<file path="config.mk">
export PLATFORM = sky130hd
export DESIGN_NAME = wallet_game_top
export DESIGN_NICKNAME = d
export VERILOG_FILES = /design/src/wallet_game_pkg.sv /design/src/command_capture.sv /design/src/main_control.sv /design/src/ledger.sv /design/src/result_reporter.sv /design/src/wallet_game_top.sv
export VERILOG_INCLUDE_DIRS = /design/src
export SDC_FILE = /design/constraint.sdc
export NUM_CORES = 1
export LEC_CHECK = 0
export ABC_AREA = 0
export BUFFER_PORTS_ARGS = -buffer_cell sky130_fd_sc_hd__buf_2
export CORE_AREA = 5 5 133 148
export CTS_BUF_LIST = sky130_fd_sc_hd__clkbuf_16
export DETAILED_ROUTE_END_ITERATION = 8
export DIE_AREA = 0 0 138 153
export PLACE_DENSITY = 0.64
export SYNTH_ARGS = -nofsm -noshare
export SYNTH_HDL_FRONTEND = slang
export SYNTH_SLANG_ARGS = --single-unit
</file>
<file path="constraint.sdc">
create_clock -name clock -period 4.3 [get_ports clock]
set_clock_uncertainty 0.1 [all_clocks]
set_input_delay 0.645 -clock clock [delete_from_list [all_inputs] [get_ports clock]]
set_output_delay 0.645 -clock clock [all_outputs]
set_load 0.02 [all_outputs]
</file>
<file path="src/wallet_game_consts.svh">
`ifndef WALLET_GAME_CONSTS_SVH
`define WALLET_GAME_CONSTS_SVH

// Data path widths
`define WG_AMOUNT_W 16
`define WG_KEY_W 8
`define WG_DATA_W `WG_AMOUNT_W

// Player count, fixed by the two-player ledger
`define WG_PLAYERS 2

// Starting balances written by the init sequence
`define WG_INIT_BAL0 1000
`define WG_INIT_BAL1 500

// Player PINs
`define WG_PIN0 8'h3A
`define WG_PIN1 8'hC5

// Cycles spent in CLEAR before returning to IDLE
`define WG_CLEAR_CYCLES 4

`endif

</file>
<file path="src/wallet_game_pkg.sv">
`include "wallet_game_consts.svh"

package wallet_game_pkg;

    typedef enum logic [3:0] {
        STARTUP,
        INIT,
        IDLE,
        LOAD_PLAYER,
        WAIT1,
        LOAD_AMOUNT,
        WAIT2,
        LOAD_KEY,
        WAIT3,
        TRANSFER,
        CLEAR
    } game_state_t;

    // Entered by the operator one field per load press
    typedef struct packed {
        logic                    player;
        logic [`WG_AMOUNT_W-1:0] amount;
        logic [`WG_KEY_W-1:0]    key;
    } command_t;

    typedef enum logic [1:0] {
        OK,
        BAD_KEY,
        SHORT_FUNDS
    } outcome_t;

    typedef struct packed {
        outcome_t                status;
        logic                    player;
        logic [`WG_AMOUNT_W-1:0] balance0;  // Balances after the transfer
        logic [`WG_AMOUNT_W-1:0] balance1;
    } result_t;

endpackage

</file>
<file path="src/command_capture.sv">
`include "wallet_game_consts.svh"

module command_capture
    import wallet_game_pkg::*;
(
    input  logic                  clock,
    input  logic                  global_reset,
    input  logic [`WG_DATA_W-1:0] data,
    input  logic                  load_player,
    input  logic                  load_amount,
    input  logic                  load_key,
    input  logic                  clear_command,
    output command_t              command
);

    // Each strobe follows the switches while held, last value wins
    always_ff @(posedge clock) begin
        if (global_reset || clear_command) begin
            command <= '0;
        end else begin
            if (load_player) begin
                command.player <= data[0];
            end
            if (load_amount) begin
                command.amount <= data;
            end
            if (load_key) begin
                command.key <= data[`WG_KEY_W-1:0];
            end
        end
    end

    // Strobes come from separate FSM states
    one_load_strobe: assert property (
        @(posedge clock) disable iff (global_reset)
        $onehot0({load_player, load_amount, load_key})
    );

endmodule

</file>
<file path="src/main_control.sv">
`include "wallet_game_consts.svh"

module main_control
    import wallet_game_pkg::*;
(
    input  logic        clock,
    input  logic        global_reset,
    input  logic        start_signal,
    input  logic        load_signal,
    input  logic        abort,
    input  logic        init_done,
    input  logic        transfer_done,
    output logic        load_player,
    output logic        load_amount,
    output logic        load_key,
    output logic        clear_command,
    output logic        init_ledger,
    output logic        start_transfer,
    output game_state_t state
);

    localparam int CLEAR_W = $clog2(`WG_CLEAR_CYCLES + 1);

    game_state_t        next_state;
    logic [CLEAR_W-1:0] clear_count;

    always_comb begin
        case (state)
            STARTUP:     next_state = start_signal ? INIT : STARTUP;
            INIT:        next_state = init_done ? IDLE : INIT;
            IDLE:        next_state = load_signal ? LOAD_PLAYER : IDLE;
            LOAD_PLAYER: next_state = load_signal ? LOAD_PLAYER : WAIT1;
            WAIT1:       next_state = load_signal ? LOAD_AMOUNT : WAIT1;
            LOAD_AMOUNT: next_state = load_signal ? LOAD_AMOUNT : WAIT2;
            WAIT2:       next_state = load_signal ? LOAD_KEY : WAIT2;
            LOAD_KEY:    next_state = load_signal ? LOAD_KEY : WAIT3;
            WAIT3:       next_state = start_signal ? TRANSFER : WAIT3;
            TRANSFER:    next_state = transfer_done ? CLEAR : TRANSFER;
            CLEAR: begin
                if (clear_count == CLEAR_W'(`WG_CLEAR_CYCLES - 1)) begin
                    next_state = IDLE;
                end else begin
                    next_state = CLEAR;
                end
            end
            default:     next_state = STARTUP;
        endcase
        // Abort only once the ledger holds valid balances
        if (abort && state != STARTUP && state != INIT) begin
            next_state = CLEAR;
        end
    end

    always_ff @(posedge clock) begin
        if (global_reset) begin
            state <= STARTUP;
        end else begin
            state <= next_state;
        end
    end

    // Restarts from zero while abort is held in CLEAR
    always_ff @(posedge clock) begin
        if (global_reset) begin
            clear_count <= '0;
        end else if (state == CLEAR && next_state == CLEAR && !abort) begin
            clear_count <= clear_count + 1'b1;
        end else begin
            clear_count <= '0;
        end
    end

    // Moore outputs
    always_comb begin
        load_player    = 1'b0;
        load_amount    = 1'b0;
        load_key       = 1'b0;
        clear_command  = 1'b0;
        init_ledger    = 1'b0;
        start_transfer = 1'b0;
        case (state)
            INIT:        init_ledger = 1'b1;
            LOAD_PLAYER: load_player = 1'b1;
            LOAD_AMOUNT: load_amount = 1'b1;
            LOAD_KEY:    load_key = 1'b1;
            TRANSFER:    start_transfer = 1'b1;
            CLEAR:       clear_command = 1'b1;
            default:     ;
        endcase
    end

    // Without abort the clear phase lasts exactly WG_CLEAR_CYCLES cycles
    clear_phase_length: assert property (
        @(posedge clock) disable iff (global_reset || abort)
        $rose(state == CLEAR) |-> (state == CLEAR) [*`WG_CLEAR_CYCLES] ##1 (state == IDLE)
    );

    // Ledger finishes a transfer only while one is running or being aborted
    done_in_transfer: assert property (
        @(posedge clock) disable iff (global_reset)
        transfer_done |-> state inside {TRANSFER, CLEAR}
    );

endmodule

</file>
<file path="src/ledger.sv">
`include "wallet_game_consts.svh"

module ledger
    import wallet_game_pkg::*;
(
    input  logic                    clock,
    input  logic                    global_reset,
    input  logic                    init_ledger,
    input  logic                    start_transfer,
    input  command_t                command,
    output logic                    init_done,
    output logic                    transfer_done,
    output outcome_t                outcome,
    output logic [`WG_AMOUNT_W-1:0] balance0,
    output logic [`WG_AMOUNT_W-1:0] balance1
);

    logic [1:0]              init_step;
    logic                    initialized;
    logic [`WG_KEY_W-1:0]    pin0;
    logic [`WG_KEY_W-1:0]    pin1;
    logic                    start_q;
    logic                    start_pulse;
    logic [`WG_AMOUNT_W-1:0] payer_balance;
    logic [`WG_KEY_W-1:0]    payer_pin;
    outcome_t                check;
    logic                    s1_valid;
    outcome_t                s1_outcome;
    logic                    s1_player;
    logic [`WG_AMOUNT_W-1:0] s1_amount;
    logic [`WG_AMOUNT_W:0]   balance_sum;

    // Player 0 on step 0, player 1 on step 1, done on step 2
    assign init_done   = init_ledger && (init_step == 2'd2);
    assign start_pulse = start_transfer && !start_q;  // One transfer per TRANSFER visit
    assign balance_sum = balance0 + balance1;

    always_ff @(posedge clock) begin
        if (global_reset) begin
            init_step     <= '0;
            initialized   <= 1'b0;
            start_q       <= 1'b0;
            s1_valid      <= 1'b0;
            transfer_done <= 1'b0;
        end else begin
            if (!init_ledger) begin
                init_step <= '0;
            end else if (init_step != 2'd2) begin
                init_step <= init_step + 1'b1;
            end
            if (init_done) begin
                initialized <= 1'b1;
            end
            start_q       <= start_transfer;
            s1_valid      <= start_pulse;
            transfer_done <= s1_valid;
        end
    end

    // Checks in priority order, key first
    always_comb begin
        payer_balance = command.player ? balance1 : balance0;
        payer_pin     = command.player ? pin1 : pin0;
        if (command.key != payer_pin) begin
            check = BAD_KEY;
        end else if (command.amount > payer_balance) begin
            check = SHORT_FUNDS;
        end else begin
            check = OK;
        end
    end

    always_ff @(posedge clock) begin
        if (start_pulse) begin
            s1_outcome <= check;
            s1_player  <= command.player;
            s1_amount  <= command.amount;
        end
        if (s1_valid) begin
            outcome <= s1_outcome;
        end
    end

    always_ff @(posedge clock) begin
        if (init_ledger && init_step == 2'd0) begin
            balance0 <= `WG_AMOUNT_W'(`WG_INIT_BAL0);
            pin0     <= `WG_PIN0;
        end else if (init_ledger && init_step == 2'd1) begin
            balance1 <= `WG_AMOUNT_W'(`WG_INIT_BAL1);
            pin1     <= `WG_PIN1;
        end else if (s1_valid && s1_outcome == OK) begin
            if (s1_player) begin
                balance1 <= balance1 - s1_amount;
                balance0 <= balance0 + s1_amount;
            end else begin
                balance0 <= balance0 - s1_amount;
                balance1 <= balance1 + s1_amount;
            end
        end
    end

    // Money only moves between the two players
    sum_conserved: assert property (
        @(posedge clock) disable iff (global_reset)
        initialized |=> $stable(balance_sum)
    );

endmodule

</file>
<file path="src/result_reporter.sv">
`include "wallet_game_consts.svh"

module result_reporter
    import wallet_game_pkg::*;
(
    input  logic                    clock,
    input  logic                    global_reset,
    input  logic                    transfer_done,
    input  outcome_t                outcome,
    input  logic                    player,
    input  logic [`WG_AMOUNT_W-1:0] balance0,
    input  logic [`WG_AMOUNT_W-1:0] balance1,
    output result_t                 result,
    output logic                    result_valid,
    output logic [7:0]              transfer_count
);

    // Held until the next transfer finishes
    always_ff @(posedge clock) begin
        if (transfer_done) begin
            result.status   <= outcome;
            result.player   <= player;
            result.balance0 <= balance0;
            result.balance1 <= balance1;
        end
    end

    always_ff @(posedge clock) begin
        if (global_reset) begin
            result_valid   <= 1'b0;
            transfer_count <= '0;
        end else begin
            result_valid <= transfer_done;  // Single-cycle pulse
            if (transfer_done && outcome == OK) begin
                transfer_count <= transfer_count + 1'b1;
            end
        end
    end

endmodule

</file>
<file path="src/wallet_game_top.sv">
`include "wallet_game_consts.svh"

module wallet_game_top
    import wallet_game_pkg::*;
(
    input  logic                  clock,
    input  logic                  global_reset,
    input  logic                  start_signal,
    input  logic                  load_signal,
    input  logic                  abort,
    input  logic [`WG_DATA_W-1:0] data,
    output result_t               result,
    output logic                  result_valid,
    output logic [7:0]            transfer_count,
    output game_state_t           state
);

    command_t                command;
    logic                    load_player;
    logic                    load_amount;
    logic                    load_key;
    logic                    clear_command;
    logic                    init_ledger;
    logic                    init_done;
    logic                    start_transfer;
    logic                    transfer_done;
    outcome_t                outcome;
    logic [`WG_AMOUNT_W-1:0] balance0;
    logic [`WG_AMOUNT_W-1:0] balance1;

    command_capture u_capture (
        .clock         (clock),
        .global_reset  (global_reset),
        .data          (data),
        .load_player   (load_player),
        .load_amount   (load_amount),
        .load_key      (load_key),
        .clear_command (clear_command),
        .command       (command)
    );

    main_control u_control (
        .clock          (clock),
        .global_reset   (global_reset),
        .start_signal   (start_signal),
        .load_signal    (load_signal),
        .abort          (abort),
        .init_done      (init_done),
        .transfer_done  (transfer_done),
        .load_player    (load_player),
        .load_amount    (load_amount),
        .load_key       (load_key),
        .clear_command  (clear_command),
        .init_ledger    (init_ledger),
        .start_transfer (start_transfer),
        .state          (state)
    );

    ledger u_ledger (
        .clock          (clock),
        .global_reset   (global_reset),
        .init_ledger    (init_ledger),
        .start_transfer (start_transfer),
        .command        (command),
        .init_done      (init_done),
        .transfer_done  (transfer_done),
        .outcome        (outcome),
        .balance0       (balance0),
        .balance1       (balance1)
    );

    // Player is still held in the command register when the record is taken
    result_reporter u_reporter (
        .clock          (clock),
        .global_reset   (global_reset),
        .transfer_done  (transfer_done),
        .outcome        (outcome),
        .player         (command.player),
        .balance0       (balance0),
        .balance1       (balance1),
        .result         (result),
        .result_valid   (result_valid),
        .transfer_count (transfer_count)
    );

endmodule

</file>
==> reports/metrics.cfg <==
[floorplan]
core_um2 = 18090
die_w_um = 138
rows = 52
start_util = 0.3895
fp.dieArea_um2 = 21110
io_pins = 69
die_h_um = 153

[global_route]
antenna_found_initial = 0
grt_util_all_layers = 0.1470
grt_pass1_wl_um = 25120
grt_max_degree = 39
grt-ovfl-total = 0
grt_pass1_vias = 4988

[logic_synthesis]
synth_edf_count = 72
ys_ff_latch = 134
syn_avg_cell_area_um2 = 10.09
async_reset_ff_frac = 0
syn_nets = 777
synth_area_um2 = 7046
ys.flop_type = edfxtp_1
synth_top_area_share = 0.3069
synth_top_area_cell = edfxtp_1
synthTopCellsByArea = edfxtp_1 31%, dfxtp_1 18%, ha_1 9.9%, a21oi_1 4.5%, nand2_1 4.4%
synth_cell_type_count = 54
syn_inst = 698
yosys_warnings = 0
synth_common_cells = 82 x nand2_1, 72 x edfxtp_1, 63 x a21oi_1
ys_seq_area_frac = 0.4830
synth_most_common_cell = nand2_1

[sta]
hold_violations = 0
drv_slew = 0
fin_crit_sh = 0.7792
tightestPinTransition_ns = 1.017
fin_ws_ns = 0.9492
grt_setup_unrepaired = false
fmax_ghz = 0.2984
post-route-min-period_ns = 3.351
finalSetupTns_ns = 0
finalSetupViolations = 0
slew_headroom = 0.3197

[detailed_routing]
vias = 5150
antenna_left = 0
wl_um = 15070
wl_per_cell_um = 14.69
dr.first_iter.drc_count = 301
vias_per_cell = 5.019
first_pass_iters = 4
remaining_drc_errors = 0

[pwr]
power_density_nw_per_um2 = 334.7
ir_worst_vdd_mv = 0.2567
leakagePower_nw = 3.347

[placed_design]
dp_slack_ns = 0.9608
globalplace.congestion = 0.8811
post-dp-hpwl_um = 11550
port_buffers = 68

[clock_network]
cts_buffers = 17
cts_sinks = 134
cts_setup_buffers = 0
clkTransAtPathRegs_ns = 0.06
htreeDepth = 4
cts-resized-gates = 0
cts_buffer_depth = 2
tritoncts = built
cts_hold_buf = 0
cts_root_buf = clkbuf_16
clk_latency_ns = 0.41

[min_path]
min_path_type = reg -> reg

[cells_and_area]
sequential_cell_area_um2 = 3405
multi_input_area_um2 = 3456
area_growth_pct = 16.60
n_fill_cell = 1804
nets = 849
drive_gt1_frac = 0.1481
antenna_cells = 0

[worst_setup_path]
cp.required_ns = 4.46
crit_path_start_kind = flop
worstSetupPathType = reg -> reg
arrival_ns = 3.51
cp-end-kind = flop
worst-path-max-fanout = 5

[run_status]
status = complete, no violations

[flow_run]
maxCapViolCount = 0

report_power, final:
part	leakage, nW	total [mW]	internal [mW]	switching (mW)
Clock	0.290	1.33	0.799	0.529
Combinational	1.89	0.0703	0.0258	0.0445
Sequential	1.17	1.35	1.34	0.00749
Total	3.35	2.75	2.17	0.582
layer usage:
metal	share of wire	vias up	GRT usage
met5	0	-	0
met4	0.018	0	0.05365
met3	0.052	19	0.03688
met2	0.46	116	0.2365
met1	0.47	2356	0.1922
li1	-	2659	-
worst paths after layout:
| check | from | to | slack, ns | cells after the start |
|---|---|---|---|---|
| worst max-delay path | u_ledger.s1_amount[0] | u_ledger.balance0[13] | 0.95 | 14 |
| worst max register to register | u_ledger.s1_amount[0] | u_ledger.balance0[13] | 0.95 | 14 |
| worst min register to register | u_control.clear_count[0] | u_control.clear_count[0] | 0.32 | 1 |
| worst min-delay path | u_control.clear_count[0] | u_control.clear_count[0] | 0.32 | 1 |
sequential cells by signal (all words and copies together), names as in the netlist:
name	count
u_reporter.result	35
u_ledger.balance1	16
u_control.clear_count	3
u_capture.command	25
u_control.state	4
u_reporter.result_valid	1
u_ledger.start_q	1
u_ledger.outcome	2
u_ledger.s1_amount	16
u_ledger.s1_outcome	2
u_ledger.init_step	2
u_ledger.s1_player	1
u_reporter.transfer_count	8
u_ledger.balance0	16
u_ledger.transfer_done	1
u_ledger.s1_valid	1
cell type report:
cell class,instances,area share
clock inverter,13,0.009443
clock buffer,19,0.05787
inverter,30,0.01371
multi-input combinational,513,0.4207
sequential,134,0.4144
timing repair buffer,74,0.04691
tap,243,0.03701
cell usage in the layout, fill, tap and decap left out, drive strengths merged, types with 14 or more instances in the layout:
cell type and n:
ha 56, clkbuf 19, a21o 17, edfxtp 72, nor2 50, nor3 17
o21ai 31, a21oi 63, inv 36, nand2 82, buf 74, mux2i 22
nand3 18, xor2 29, dfxtp 62, xnor2 14
cell families after synthesis:
kind of cell    Yosys count  share of synthesized area
fa+ha+maj                58                     0.1051
simple gates            231                     0.1605
mux                      24                    0.03445
xor+xnor                 43                    0.05452
compound gates          157                     0.1351
buf+inv                  51                    0.02717
flops                   134                     0.4830
metrics by stage:
step	util	total power [mW]	hold WS (ns)	cells	instance area (µm²)
2_1_floorplan	-	1.422	0.2984	698	7046
3_3_place_gp	0.4236	1.448	0.3174	994	7662
3_5_place_dp	0.4236	1.448	0.3157	994	7662
4_1_cts	0.4542	2.785	0.3253	1026	8215
5_1_grt	0.4542	2.852	0.3587	1026	8215
6_report	0.4542	2.749	0.3248	1026	8215
worst max-delay path, stage by stage (launching register included):
cell      delay, ns
edfxtp_1       0.49
inv_1          0.10
ha_1           0.20
nand3b_1       0.13
nor2_1         0.15
nor2_1         0.06
xor2_1         0.27
ha_1           0.30
a21o_1         0.19
or3_1          0.34
o21ai_1        0.16
o211ai_1       0.18
o31ai_1        0.29
xor2_1         0.17
a21oi_1        0.08
(Power assumes the default switching activity.)
